File: src/rtl/memCtrlPkg.sv
package memCtrlPkg;

    localparam int addrWidth    = 32;
    localparam int byteWidth    = 8;
    localparam int wordWidth    = 32;
    localparam int bytesPerWord = 4;

    // index of a byte inside a word
    localparam int idxWidth = $clog2(bytesPerWord);

    // bytes per data access, only 1, 2 and 4 are legal
    typedef logic [2:0] accessLen_t;

    // instruction fetches always read a full word
    localparam accessLen_t fetchLen = accessLen_t'(bytesPerWord);

    typedef enum logic [1:0] {
        ownIdle  = 2'd0,
        ownFetch = 2'd1,
        ownData  = 2'd2
    } owner_t;

    // request from the data port
    typedef struct packed {
        logic [addrWidth-1:0] addr;
        accessLen_t           len;
        logic                 isStore;
        logic [wordWidth-1:0] wdata;
    } dataReq_t;

    // one byte access on the RAM
    typedef struct packed {
        logic [addrWidth-1:0] addr;
        logic                 write;
        logic [byteWidth-1:0] wdata;
    } ramBus_t;

    // transaction handed from the arbiter to the sequencer
    typedef struct packed {
        owner_t               owner;
        logic [addrWidth-1:0] addr;
        accessLen_t           len;
        logic                 isStore;
        logic [wordWidth-1:0] wdata;
    } grant_t;

endpackage

File: src/rtl/memArbiter.sv
module memArbiter (
    input  logic                           clk,
    input  logic                           rst,
    input  logic                           freeze,
    input  logic                           fetchEn,
    input  logic [memCtrlPkg::addrWidth-1:0] fetchAddr,
    input  logic                           dataEn,
    input  memCtrlPkg::dataReq_t           dataReq,
    input  logic                           finish,
    output memCtrlPkg::grant_t             grant,
    output logic                           start,
    output memCtrlPkg::owner_t             owner
);
    import memCtrlPkg::*;

    owner_t   ownerQ;
    dataReq_t reqQ;
    dataReq_t nextReq;
    owner_t   nextOwner;
    logic     startQ;
    logic     finishQ;
    logic     accept;

    assign accept = (ownerQ == ownIdle) && (dataEn || fetchEn);

    // data port wins a tie
    always_comb begin
        if (dataEn) begin
            nextOwner = ownData;
            nextReq   = dataReq;
        end else begin
            nextOwner       = ownFetch;
            nextReq.addr    = fetchAddr;
            nextReq.len     = fetchLen;
            nextReq.isStore = 1'b0;
            nextReq.wdata   = '0;
        end
    end

    always_ff @(posedge clk) begin
        if (rst) begin
            ownerQ  <= ownIdle;
            startQ  <= 1'b0;
            finishQ <= 1'b0;
        end else if (!freeze) begin
            startQ  <= accept;
            // one cycle late so owner stays valid through the done pulse
            finishQ <= finish;
            if (accept) begin
                ownerQ <= nextOwner;
            end else if (finishQ) begin
                ownerQ <= ownIdle;
            end
        end
    end

    // request payload, only loaded on acceptance
    always_ff @(posedge clk) begin
        if (!freeze && accept) begin
            reqQ <= nextReq;
        end
    end

    assign grant.owner   = ownerQ;
    assign grant.addr    = reqQ.addr;
    assign grant.len     = reqQ.len;
    assign grant.isStore = reqQ.isStore;
    assign grant.wdata   = reqQ.wdata;

    assign start = startQ;
    assign owner = ownerQ;

endmodule

File: src/rtl/byteSequencer.sv
module byteSequencer (
    input  logic                            clk,
    input  logic                            rst,
    input  logic                            freeze,
    input  logic                            start,
    input  memCtrlPkg::grant_t              grant,
    output memCtrlPkg::ramBus_t             ramBus,
    output logic                            readStrobe,
    output logic [memCtrlPkg::idxWidth-1:0] readIndex,
    output logic                            finish
);
    import memCtrlPkg::*;

    logic                busy;
    logic                active;
    logic [idxWidth-1:0] count;
    logic                lastByte;
    ramBus_t             busLive;
    ramBus_t             busPrev;
    logic                rdStrobeQ;
    logic [idxWidth-1:0] rdIndexQ;
    logic                rdLastQ;
    logic                storeLast;

    // start covers the first byte, busy the rest
    assign active = start || busy;

    assign lastByte = (accessLen_t'({1'b0, count}) + accessLen_t'(1)) == grant.len;

    always_comb begin
        busLive.addr  = grant.addr + addrWidth'(count);
        busLive.write = active && grant.isStore;
        busLive.wdata = grant.wdata[count*byteWidth +: byteWidth];
    end

    always_ff @(posedge clk) begin
        if (rst) begin
            busy  <= 1'b0;
            count <= '0;
        end else if (!freeze && active) begin
            if (lastByte) begin
                busy  <= 1'b0;
                count <= '0;
            end else begin
                busy  <= 1'b1;
                count <= count + 1'b1;
            end
        end
    end

    // strobe lags the address by one cycle, same as the RAM read
    always_ff @(posedge clk) begin
        if (rst) begin
            rdStrobeQ <= 1'b0;
            rdLastQ   <= 1'b0;
        end else if (!freeze) begin
            rdStrobeQ <= active && !grant.isStore;
            rdLastQ   <= active && !grant.isStore && lastByte;
        end
    end

    always_ff @(posedge clk) begin
        if (!freeze) begin
            rdIndexQ <= count;
        end
    end

    // last bus seen by the RAM before a freeze
    always_ff @(posedge clk) begin
        if (!freeze) begin
            busPrev <= busLive;
        end
    end

    // while frozen the RAM keeps seeing the last unfrozen address,
    // so the byte behind a pending strobe is still there afterwards
    always_comb begin
        if (freeze) begin
            ramBus.addr  = busPrev.addr;
            ramBus.write = 1'b0;
            ramBus.wdata = busPrev.wdata;
        end else begin
            ramBus = busLive;
        end
    end

    assign storeLast = active && grant.isStore && lastByte;

    assign readStrobe = rdStrobeQ;
    assign readIndex  = rdIndexQ;
    assign finish     = storeLast || rdLastQ;

endmodule

File: src/rtl/wordAssembler.sv
module wordAssembler (
    input  logic                             clk,
    input  logic                             rst,
    input  logic                             freeze,
    input  memCtrlPkg::owner_t               owner,
    input  logic                             readStrobe,
    input  logic [memCtrlPkg::idxWidth-1:0]  readIndex,
    input  logic                             finish,
    input  logic [memCtrlPkg::byteWidth-1:0] ramRdata,
    output logic                             fetchDone,
    output logic [memCtrlPkg::wordWidth-1:0] fetchInst,
    output logic                             dataDone,
    output logic [memCtrlPkg::wordWidth-1:0] loadData
);
    import memCtrlPkg::*;

    logic [wordWidth-1:0] acc;
    logic [wordWidth-1:0] merged;

    // byte 0 always comes first and clears the upper bytes
    always_comb begin
        merged = acc;
        if (readStrobe) begin
            if (readIndex == '0) begin
                merged = '0;
            end
            merged[readIndex*byteWidth +: byteWidth] = ramRdata;
        end
    end

    always_ff @(posedge clk) begin
        if (!freeze && readStrobe) begin
            acc <= merged;
        end
    end

    always_ff @(posedge clk) begin
        if (rst) begin
            fetchDone <= 1'b0;
            dataDone  <= 1'b0;
        end else if (!freeze) begin
            fetchDone <= finish && (owner == ownFetch);
            dataDone  <= finish && (owner == ownData);
        end
    end

    // result words
    always_ff @(posedge clk) begin
        if (!freeze && finish) begin
            if (owner == ownFetch) begin
                fetchInst <= merged;
            end
            // a store has no read strobe and leaves loadData alone
            if (owner == ownData && readStrobe) begin
                loadData <= merged;
            end
        end
    end

endmodule

File: src/rtl/memCtrl.sv
module memCtrl (
    input  logic                             clk,
    input  logic                             rst,
    input  logic                             rdy,
    input  logic                             ioBufferFull,
    input  logic                             fetchEn,
    input  logic [memCtrlPkg::addrWidth-1:0] fetchAddr,
    input  logic                             dataEn,
    input  memCtrlPkg::dataReq_t             dataReq,
    input  logic [memCtrlPkg::byteWidth-1:0] ramRdata,
    output memCtrlPkg::ramBus_t              ramBus,
    output memCtrlPkg::owner_t               owner,
    output logic                             fetchDone,
    output logic [memCtrlPkg::wordWidth-1:0] fetchInst,
    output logic                             dataDone,
    output logic [memCtrlPkg::wordWidth-1:0] loadData
);
    import memCtrlPkg::*;

    logic                freeze;
    grant_t              grant;
    logic                start;
    logic                finish;
    logic                readStrobe;
    logic [idxWidth-1:0] readIndex;

    // global stall
    assign freeze = ioBufferFull || !rdy;

    memArbiter i_arbiter (
        .clk       (clk),
        .rst       (rst),
        .freeze    (freeze),
        .fetchEn   (fetchEn),
        .fetchAddr (fetchAddr),
        .dataEn    (dataEn),
        .dataReq   (dataReq),
        .finish    (finish),
        .grant     (grant),
        .start     (start),
        .owner     (owner)
    );

    byteSequencer i_sequencer (
        .clk        (clk),
        .rst        (rst),
        .freeze     (freeze),
        .start      (start),
        .grant      (grant),
        .ramBus     (ramBus),
        .readStrobe (readStrobe),
        .readIndex  (readIndex),
        .finish     (finish)
    );

    wordAssembler i_assembler (
        .clk        (clk),
        .rst        (rst),
        .freeze     (freeze),
        .owner      (owner),
        .readStrobe (readStrobe),
        .readIndex  (readIndex),
        .finish     (finish),
        .ramRdata   (ramRdata),
        .fetchDone  (fetchDone),
        .fetchInst  (fetchInst),
        .dataDone   (dataDone),
        .loadData   (loadData)
    );

endmodule

File: config.mk
export PLATFORM = sky130hd
export DESIGN_NAME = memCtrl
export DESIGN_NICKNAME = d
export VERILOG_FILES = /design/src/rtl/memCtrlPkg.sv /design/src/rtl/memArbiter.sv /design/src/rtl/byteSequencer.sv /design/src/rtl/wordAssembler.sv /design/src/rtl/memCtrl.sv
export SDC_FILE = /design/constraint.sdc
export NUM_CORES = 1
export LEC_CHECK = 0
export BUFFER_PORTS_ARGS = -buffer_cell sky130_fd_sc_hd__buf_2
export CAP_MARGIN = 0
export CORE_MARGIN = 1.5
export CORE_UTILIZATION = 37
export CTS_BUF_LIST = sky130_fd_sc_hd__clkbuf_8
export CTS_CLUSTER_DIAMETER = 80
export DETAILED_ROUTE_END_ITERATION = 8
export GPL_TIMING_DRIVEN = 1
export PLACE_DENSITY_LB_ADDON = 0.3
export SYNTH_ARGS = -nofsm -noshare
export SYNTH_HDL_FRONTEND = slang
export SYNTH_HIERARCHICAL = 1
export SYNTH_SLANG_ARGS = --single-unit
File: constraint.sdc
create_clock -name clk -period 9.3 [get_ports clk]
set_input_delay 2.79 -clock clk [delete_from_list [all_inputs] [get_ports clk]]
set_output_delay 2.79 -clock clk [all_outputs]
set_load 0.02 [all_outputs]
==> impl_metrics.py, run 1 <==
metrics = {
    "setup_path": {
        "r2r_cells": 6,
        "crit_arrival_ps": 4310,
        "cp_top_family": "buffers and inverters",
        "worst-endpoint-required_ps": 6510,
        "timing.rr.start": "i_sequencer/count[1]$_SDFFE_PP0P_",
        "crit_buf_inv": 4,
        "cpMostUsedCell": "buf_2",
        "crit_chain": "buf_2 -> nand2b_2 -> clkinv_2 -> buf_4 -> mux2_2 -> buf_2",
        "reg2reg_slack_ps": 6220,
        "reg2reg_to": "i_sequencer/busPrev[35]$_DFFE_PN_",
        "crit_type": "in2out",
        "cp_max_fo": 33,
        "end_kind": "primary output",
        "start_kind": "input pin",
        "critPathMaxStageDelay_ps": 380,
        "slowest_stage": "clkinv_2",
    },
    "timing": {
        "max_freq_ghz": 0.1408,
        "finalSetupViolCount": 0,
        "rsz0062_at_grt": "false",
        "report.final.slew_viol_count": 0,
        "setup_tns_ps": 0,
        "hold_viol_final": 0,
        "fin_crit_sh_pct": 76.39,
        "finalClockSkew_ps": 12.35,
        "maxSlewHeadroom_pct": 40.54,
        "holdWs_ps": 475.4,
        "fin_crit_ps": 7105,
        "worst_pin_slew_ps": 891.8,
    },
    "logic_synthesis": {
        "syn_area_sq_um": 9757,
        "synthArstFlopShare_pct": 0,
        "yosys.area_share.adder_pct": 1.231,
        "synth_edf_count": 206,
        "synth_xor_area_share_pct": 2.154,
        "synth-compound-area-share_pct": 6.809,
        "ys_types": 66,
        "synthSimpleGateAreaFrac_pct": 12.44,
        "ys.warnings.count": 6,
        "netlist_instances": 659,
        "syn_nets": 782,
        "ys_seq_elements": 217,
        "ys.flop_type": "edfxtp_1",
        "synth-seq-area-share_pct": 65.66,
        "syn_avg_cell_area_sq_um": 14.81,
        "synth_mux_area_share_pct": 8.335,
        "synth_top_family_by_area": "simple AND/OR/NAND/NOR gates",
    },
    "floorplanning": {
        "initial_core_util_pct": 37.55,
        "io-pin-count": 223,
        "die_y_microns": 165.4,
        "die_area_sq_um": 27350,
        "fp.dieW_microns": 165.4,
        "rows": 59,
        "core_sq_um": 25980,
    },
    "final_layout": {
        "multiInputGateArea_sq_um": 3032,
        "antenna_cells": 0,
        "nets": 1020,
        "final_cell_count_no_fill": 1256,
        "layout-drive-gt1-share_pct": 38.33,
        "mostFrequentLayoutCell": "buf_2",
        "layout_common_cells": "222 x buf_2, 206 x edfxtp_1, 64 x nand2_1",
        "fillers": 2402,
        "regArea_sq_um": 6406,
        "area_delta_synth_final_pct": 22.04,
    },
    "clock_tree": {
        "cts-hold-fix-buffers": 0,
        "cts_max_level": 2,
        "clkLatencyLatePin_ps": 510,
        "cts_root_buffer": "clkbuf_8",
        "cts_inserted_buffers": 39,
        "cts_resized": 0,
        "cts.sinks": 217,
        "clk_pin_slew_worst_paths_ps": 60,
        "cts_tree": "done",
        "cts_buffer_depth": 3,
        "cts_setup_buffers": 0,
    },
    "hold_path": {
        "hold_class": "reg2reg",
        "hold_path_startpoint": "i_sequencer/rdLastQ$_SDFFE_PP0N_",
        "holdPathEnd": "i_sequencer/rdLastQ$_SDFFE_PP0N_",
        "hold_path_depth": 2,
    },
    "global_routing": {
        "grt_use_total_pct": 15.10,
        "grt_pass1_vias": 5900,
        "grt_pass1_wl_microns": 31960,
        "grt_max_degree": 69,
        "antenna_found_initial": 0,
        "grt.overflow.total": 0,
    },
    "power": {
        "p_per_area_nw_per_um2": 181.9,
        "internal-power_w": 0.001700,
        "p_leak_nw": 4.584,
        "vdd_drop_max_mv": 0.09443,
        "swShare_pct": 21.50,
        "p_sw_w": 0.0004656,
        "p_seq_share_pct": 51.0,
        "clockPowerShare_pct": 42.0,
        "p_comb_share_pct": 7.0,
    },
    "placement": {
        "port_buffers": 222,
        "globalplace.congestion": 0.7808,
        "dp_hpwl_microns": 14660,
        "placed_cells": 1191,
    },
    "run_status": {
        "status": "complete, no violations",
    },
    "routing": {
        "drt-total-wl_microns": 20760,
        "drtAntennaViolNets": 0,
        "drc": 0,
        "dr.pass1.iters": 7,
        "wl_per_cell_microns": 16.53,
        "vias_per_cell": 4.951,
        "drt-initial-drc-count": 412,
        "vias": 6218,
    },
    "run": {
        "maxCapViolCount": 0,
    },
}
-- cell families (layout without fill, tap and decap cells) --
| logic type | after synthesis | count (layout) |
|---|---|---|
| fa+ha+maj | 9 | 9 |
| mux | 54 | 54 |
| xor+xnor | 24 | 24 |
| compound gates | 82 | 82 |
| simple gates | 219 | 219 |
| buf+inv | 54 | 316 |
| flops | 217 | 217 |
-- worst max-delay path by stage --
stage                       endpoint  depth (start not counted)  slack (ps)         start
final                     ramBus[25]                          6        2200  ioBufferFull
after global routing      ramBus[36]                          7        2060  ioBufferFull
after CTS                 ramBus[25]                          6        2170  ioBufferFull
after detailed placement  ramBus[25]                          6        2170  ioBufferFull
after global placement    ramBus[36]                          7        2190  ioBufferFull
after floorplan            ramBus[0]                          6        1280  ioBufferFull
-- area by class of cell --
type | instances | share of cell area (%)
sequential | 217 | 53.80
multi-input combinational | 388 | 25.46
timing repair buffer | 232 | 9.961
clock buffer | 44 | 5.086
tap | 335 | 3.520
clock inverter | 21 | 1.566
inverter | 19 | 0.6094
-- routing by layer --
metal / GRT usage [%] / share of wire, % / vias up
met5: 0 / 0 / -
met2: 23.64 / 45 / 236
li1: - / - / 3005
met4: 5.560 / 2.5 / 0
met1: 20.29 / 45 / 2933
met3: 3.796 / 7.1 / 44
-- worst reg2reg max path, cell delays in order (launching register included) --
cell      delay, ps
dfxtp_1         730
inv_1           140
fa_1            490
nand4b_1        300
or4_4           620
or4_1           590
nand2_1          90
-- power groups by stage --
stage / sequential (W) / clock (W) / combinational (W)
floorplan: 0.00112 / 0 / 0.000101
global placement: 0.00112 / 0 / 0.000153
detailed placement: 0.00113 / 0 / 0.000154
CTS: 0.00111 / 0.000938 / 0.000154
global route: 0.00111 / 0.000978 / 0.000167
finish: 0.00111 / 0.000909 / 0.000152
-- state kept, by name, indices dropped and copies added, names as in the netlist --
name	count
i_assembler/fetchDone	1
i_sequencer/readIndex	2
i_sequencer/readStrobe	1
i_assembler/dataDone	1
i_arbiter/start	1
i_sequencer/busPrev	40
i_arbiter/owner	2
i_arbiter/grant	68
i_sequencer/busy	1
i_sequencer/count	2
i_arbiter/finishQ	1
i_sequencer/rdLastQ	1
i_assembler/acc	32
i_assembler/fetchInst	32
i_assembler/loadData	32
-- synth_stat cells (4+ instances only) --
library cell | count | area share (%)
dfxtp_1 | 11 | 2.3
edfxtp_1 | 206 | 63
inv_1 | 17 | 0.65
nand3_1 | 21 | 1.1
a32o_1 | 15 | 1.5
mux4_2 | 8 | 1.8
nor2b_1 | 6 | 0.38
xnor2_1 | 17 | 1.5
nand2b_1 | 4 | 0.26
a21oi_1 | 6 | 0.31
ha_1 | 8 | 1.0
or3_1 | 4 | 0.26
nand4_1 | 10 | 0.64
nand2_1 | 64 | 2.5
a31oi_1 | 9 | 0.58
o31ai_1 | 7 | 0.54
and4_1 | 4 | 0.36
xor2_1 | 7 | 0.63
or4_1 | 7 | 0.54
mux2_2 | 14 | 1.6
nor2_1 | 25 | 0.96
o32ai_1 | 6 | 0.54
nor4_1 | 6 | 0.38
buf_2 | 5 | 0.26
mux2_4 | 31 | 4.8
and2_1 | 46 | 2.9
clkbuf_1 | 13 | 0.50
o2bb2ai_1 | 8 | 0.72
buf_6 | 8 | 0.92
o21ai_0 | 6 | 0.31
a221o_1 | 6 | 0.62
-- per-stage QoR --
step / setup WS (ps) / power (W) / cell area [sq um] / utilization, %
6_report: 2196 / 0.002166 / 11910 / 45.83
5_1_grt: 2064 / 0.002252 / 11910 / 45.83
4_1_cts: 2169 / 0.002198 / 11910 / 45.83
3_5_place_dp: 2165 / 0.001279 / 11120 / 42.78
3_3_place_gp: 2190 / 0.001278 / 11120 / 42.78
2_1_floorplan: 1279 / 0.001221 / 9757 / -
Note: power is estimated with default switching activity, not from simulation.
==> run 2, diff against run 1 <==
clock period = 7 ns   (was 9.3 ns; I/O delays follow)
==> run 2 against run 1 <==
Against the previous run:
- hold slack better by 1.6 ps
- worst setup slack worse by 1200 ps
- combinational power is 34% higher
- sequential share of layout area is 0.36 points higher
- sequential cell count stayed put
- critical path depth is 1 higher
- non-clock buffer count is 2 lower
- clock-buffer cell count is 3 lower
- largest cell class unchanged
- critical path type is now reg2out
- wire length is 0.80% higher
- cell count hardly changed
- clock skew is 9.1 ps higher
- highest routed layer unchanged
==> impl_metrics.py, run 2 (synthesis results as in run 1) <==
metrics = {
    "run_status": {
        "status": "complete, no violations",
    },
    "final_layout": {
        "layout_common_cells": "222 x buf_2, 206 x edfxtp_1, 64 x nand2_1",
        "antenna_cells": 0,
        "largest_reg_flops": 68,
        "fin_util_pct": 45.52,
        "final_cell_count_no_fill": 1255,
        "area_delta_synth_final_pct": 21.24,
        "fillers": 2411,
        "nets": 1017,
        "layout-drive-gt1-share_pct": 37.83,
        "design_area_sq_um": 11830,
        "mostFrequentLayoutCell": "buf_2",
    },
    "floorplanning": {
        "rows": 59,
        "core_sq_um": 25980,
        "io-pin-count": 223,
        "initial_core_util_pct": 37.55,
        "fp.dieW_microns": 165.4,
        "die_area_sq_um": 27350,
        "die_y_microns": 165.4,
    },
    "routing": {
        "drt-initial-drc-count": 341,
        "vias_per_cell": 4.927,
        "drc": 0,
        "wl_per_cell_microns": 16.67,
        "vias": 6183,
        "dr.pass1.iters": 4,
        "drt-total-wl_microns": 20920,
        "drtAntennaViolNets": 0,
    },
    "power": {
        "p_per_area_nw_per_um2": 234.4,
        "p_leak_nw": 4.542,
        "total_power_w": 0.002773,
        "vdd_drop_max_mv": 0.1313,
    },
    "placement": {
        "placed_cells": 1189,
        "port_buffers": 222,
        "place_area_sq_um": 11110,
        "globalplace.congestion": 0.8052,
        "dp_hpwl_microns": 14420,
    },
    "global_routing": {
        "grt.overflow.total": 0,
        "grt.met2_usage_pct": 24.08,
        "grt_max_degree": 50,
        "grt_use_total_pct": 15.32,
        "use_met3_pct": 4.146,
        "met1_usage_pct": 20.05,
        "grt_busiest_layer": "met2",
        "grt_pass1_wl_microns": 32140,
        "grt_pass1_vias": 5995,
        "antenna_found_initial": 0,
    },
    "clock_tree": {
        "clkLatencyLatePin_ps": 520,
        "cts_max_level": 2,
        "clk_pin_slew_worst_paths_ps": 60,
        "cts_tree": "done",
        "cts-hold-fix-buffers": 0,
        "cts.sinks": 217,
        "cts_setup_buffers": 0,
        "cts_buffer_depth": 3,
        "cts_resized": 0,
        "cts_inserted_buffers": 38,
        "cts_root_buffer": "clkbuf_8",
    },
    "setup_path": {
        "end_kind": "primary output",
        "start_kind": "flip-flop",
        "worst-endpoint-required_ps": 4900,
        "cp_max_fo": 13,
        "crit_type": "reg2out",
        "crit_arrival_ps": 3940,
    },
    "timing": {
        "hold_viol_final": 0,
        "finalSetupViolCount": 0,
        "finalClockSkew_ps": 21.46,
        "setup_tns_ps": 0,
        "max_freq_ghz": 0.1657,
        "rsz0062_at_grt": "false",
        "maxSlewHeadroom_pct": 41.32,
        "fin_crit_ps": 6036,
        "report.final.slew_viol_count": 0,
        "worst_pin_slew_ps": 880.2,
        "fin_crit_sh_pct": 86.23,
    },
    "hold_path": {
        "hold_class": "reg2reg",
    },
    "run": {
        "maxCapViolCount": 0,
    },
}
==> run 2: cell types whose count changed in the layout (fill, tap and decap cells not counted), sizes merged <==
cell	delta
bufinv	-2
buf	-2
clkinv	+6
clkbuf	-3
==> run 2: metrics by stage <==
stage | hold WS [ps] | worst slack, ps
final | 477.1 | 964.0
after CTS | 468.0 | 900.0
after global placement | 453.6 | 1249
after floorplan | 435.8 | 136.1
after global routing | 518.6 | 753.6
after detailed placement | 457.4 | 1209
==> run 2: final timing paths <==
path / slack (ps) / to / start / cells after the start
setup / recovery: 960 / ramBus[35] / i_sequencer/count[1]$_SDFFE_PP0P_ / 7
hold / removal: 480 / i_sequencer/rdLastQ$_SDFFE_PP0N_ / i_sequencer/rdLastQ$_SDFFE_PP0N_ / 2
setup reg to reg: 3900 / i_sequencer/busPrev[35]$_DFFE_PN_ / i_sequencer/count[1]$_SDFFE_PP0P_ / 6
hold reg to reg: 480 / i_sequencer/rdLastQ$_SDFFE_PP0N_ / i_sequencer/rdLastQ$_SDFFE_PP0N_ / 2
==> run 2: final cells by class <==
class	count	area, sq um	area share [%]
inverters	19	72.57	0.6135
repair buffers	230	1184	10.01
flip-flops and latches	217	6406	54.16
clock buffers	41	564.3	4.770
multi-input cells	388	3032	25.63
well taps	335	419.2	3.543
clock inverters	25	151.4	1.280
==> run 2: metal layers <==
layer	vias up	share of wire [%]	wire length [microns]
li1	3010	-	-
met1	2880	44	9243
met2	249	45	9405
met3	44	8.0	1677
met4	0	2.8	596
met5	-	0	0
==> run 2: power by group <==
group | total, W | leakage (nW) | switching [W] | internal [W]
sequential | 0.00147 | 1.98 | 0.0000176 | 0.00145
clock | 0.00110 | 0.410 | 0.000492 | 0.000610
combinational | 0.000203 | 2.15 | 0.000111 | 0.0000921
==> run 2: worst max-delay path, stage by stage, from the launching register on <==
cell      delay, ps
dfxtp_1         760
inv_1           150
fa_1            480
nand4b_1        290
or4_4           630
or4_1           560
a31oi_1         320
buf_2           230
==> run 3, diff against run 2 <==
clock period = 6.9 ns   (was 7 ns; I/O delays follow)
==> run 3 against run 2 <==
Against the previous run:
- largest cell class unchanged
- first-iteration DRC count decreased by 29%
- clock power about the same
- wire length is 0.58% higher
- cell count increased by 0.16%
- critical path type unchanged
- worst setup slack improved by 40 ps
- core utilization is essentially flat
- sequential power barely moved
- combinational power barely moved
- sequential share of layout area barely moved
==> impl_metrics.py, run 3 (synthesis results as in run 1) <==
metrics = {
    "run_status": {
        "status": "complete, no violations",
    },
    "setup_path": {
        "timing.rr.start": "i_sequencer/count[1]$_SDFFE_PP0P_",
        "crit_buf_inv": 2,
        "cp_top_family": "simple AND/OR/NAND/NOR gates",
        "r2r_cells": 6,
        "cp_max_fo": 13,
        "crit_chain": "inv_1 -> fa_1 -> nand4b_1 -> or4_4 -> or4_1 -> a31oi_1 -> buf_2",
        "reg2reg_to": "i_sequencer/busPrev[27]$_DFFE_PN_",
        "slowest_stage": "dfxtp_1",
        "reg2reg_slack_ps": 3780,
        "start_kind": "flip-flop",
        "crit_type": "reg2out",
        "end_kind": "primary output",
        "crit_arrival_ps": 3830,
        "worst-endpoint-required_ps": 4830,
        "critPathMaxStageDelay_ps": 730,
    },
    "clock_tree": {
        "cts_root_buffer": "clkbuf_8",
        "clkLatencyLatePin_ps": 510,
        "cts_inserted_buffers": 39,
        "cts_buffer_depth": 3,
        "cts_resized": 0,
        "cts_max_level": 2,
        "cts-hold-fix-buffers": 0,
        "clk_pin_slew_worst_paths_ps": 60,
        "cts_setup_buffers": 0,
        "cts_tree": "done",
        "cts.sinks": 217,
    },
    "global_routing": {
        "grt_use_total_pct": 15.38,
        "grt_pass1_wl_microns": 32380,
        "grt_max_degree": 50,
        "grt_pass1_vias": 6014,
        "grt.overflow.total": 0,
        "antenna_found_initial": 0,
    },
    "final_layout": {
        "fin_util_pct": 45.56,
        "layout_common_cells": "222 x buf_2, 206 x edfxtp_1, 64 x nand2_1",
        "layout-drive-gt1-share_pct": 37.74,
        "mostFrequentLayoutCell": "buf_2",
        "nets": 1018,
        "regArea_sq_um": 6406,
        "design_area_sq_um": 11840,
        "fillers": 2442,
        "multiInputGateArea_sq_um": 3032,
        "largest_reg_flops": 68,
        "area_delta_synth_final_pct": 21.34,
        "antenna_cells": 0,
    },
    "hold_path": {
        "holdPathEnd": "i_sequencer/rdLastQ$_SDFFE_PP0N_",
        "hold_path_depth": 2,
        "hold_path_startpoint": "i_sequencer/rdLastQ$_SDFFE_PP0N_",
        "hold_class": "reg2reg",
    },
    "routing": {
        "vias": 6162,
        "drt-initial-drc-count": 242,
        "dr.pass1.iters": 5,
        "drc": 0,
        "drt-total-wl_microns": 21040,
        "wl_per_cell_microns": 16.74,
        "vias_per_cell": 4.902,
        "drtAntennaViolNets": 0,
    },
    "floorplanning": {
        "core_sq_um": 25980,
        "die_y_microns": 165.4,
        "initial_core_util_pct": 37.55,
        "fp.dieW_microns": 165.4,
        "die_area_sq_um": 27350,
        "rows": 59,
        "io-pin-count": 223,
    },
    "power": {
        "total_power_w": 0.002819,
        "p_per_area_nw_per_um2": 238.1,
        "vdd_drop_max_mv": 0.1100,
        "p_leak_nw": 4.534,
    },
    "timing": {
        "worst_pin_slew_ps": 940.0,
        "hold_viol_final": 0,
        "finalSetupViolCount": 0,
        "maxSlewHeadroom_pct": 36.76,
        "finalClockSkew_ps": 17.27,
        "fin_crit_sh_pct": 85.45,
        "report.final.slew_viol_count": 0,
        "max_freq_ghz": 0.1696,
        "rsz0062_at_grt": "false",
        "setup_tns_ps": 0,
        "fin_crit_ps": 5896,
    },
    "placement": {
        "place_area_sq_um": 11110,
        "dp_hpwl_microns": 14810,
        "globalplace.congestion": 0.8092,
        "port_buffers": 222,
    },
    "run": {
        "maxCapViolCount": 0,
    },
}
[run 3: changes by cell type in the layout (fill, tap and decap cells not counted)]
cell,before,now
clkinvlp_4,0,1
inv_1,27,25
clkinv_1,9,13
clkinv_2,5,4
[run 3: final cells by class]
class	count	share of cell area, %
clock buffers	41	4.766
clock inverters	27	1.363
repair buffers	230	9.998
well taps	335	3.540
inverters	19	0.6130
multi-input cells	388	25.61
flip-flops and latches	217	54.11
[run 3: report_power, final]
part,total [W],switching (W),internal [W]
clock network,0.00112,0.000502,0.000622
logic,0.000206,0.000112,0.0000935
registers,0.00149,0.0000183,0.00147
[run 3: worst reg2reg max path, stage by stage, from the launching register on]
cell and delay, ps:
dfxtp_1 730, inv_1 140, fa_1 470, nand4b_1 270, nor4_1 810, nand3_1 240
xnor2_1 180
[run 3: per-stage QoR]
stage	cells	worst slack, ps	hold slack (ps)
4_1_cts	1257	841.4	472.3
2_1_floorplan	659	66.06	435.8
5_1_grt	1257	708.5	482.1
3_3_place_gp	1189	1206	456.2
6_report	1257	1004	471.2
3_5_place_dp	1189	1161	461.1
[run 3: worst max-delay path by stage]
stage                                      start                           endpoint  slack (ps)  depth (start not counted)
6_report       i_sequencer/count[1]$_SDFFE_PP0P_                         ramBus[37]        1000                          7
5_1_grt        i_sequencer/count[1]$_SDFFE_PP0P_                         ramBus[35]         710                          7
4_1_cts        i_sequencer/count[1]$_SDFFE_PP0P_                         ramBus[35]         840                          7
3_5_place_dp                        ioBufferFull                         ramBus[29]        1160                          7
3_3_place_gp                        ioBufferFull                         ramBus[29]        1210                          7
2_1_floorplan                       ioBufferFull  i_assembler/loadData[0]$_DFFE_PP_          70                          3
[run 3: per-layer routing]
| metal | global-route usage [%] | share of wire (%) |
|---|---|---|
| met1 | 20.48 | 45 |
| met2 | 24.15 | 46 |
| met3 | 3.771 | 7.2 |
| met4 | 6.088 | 2.4 |
| met5 | 0 | 0 |
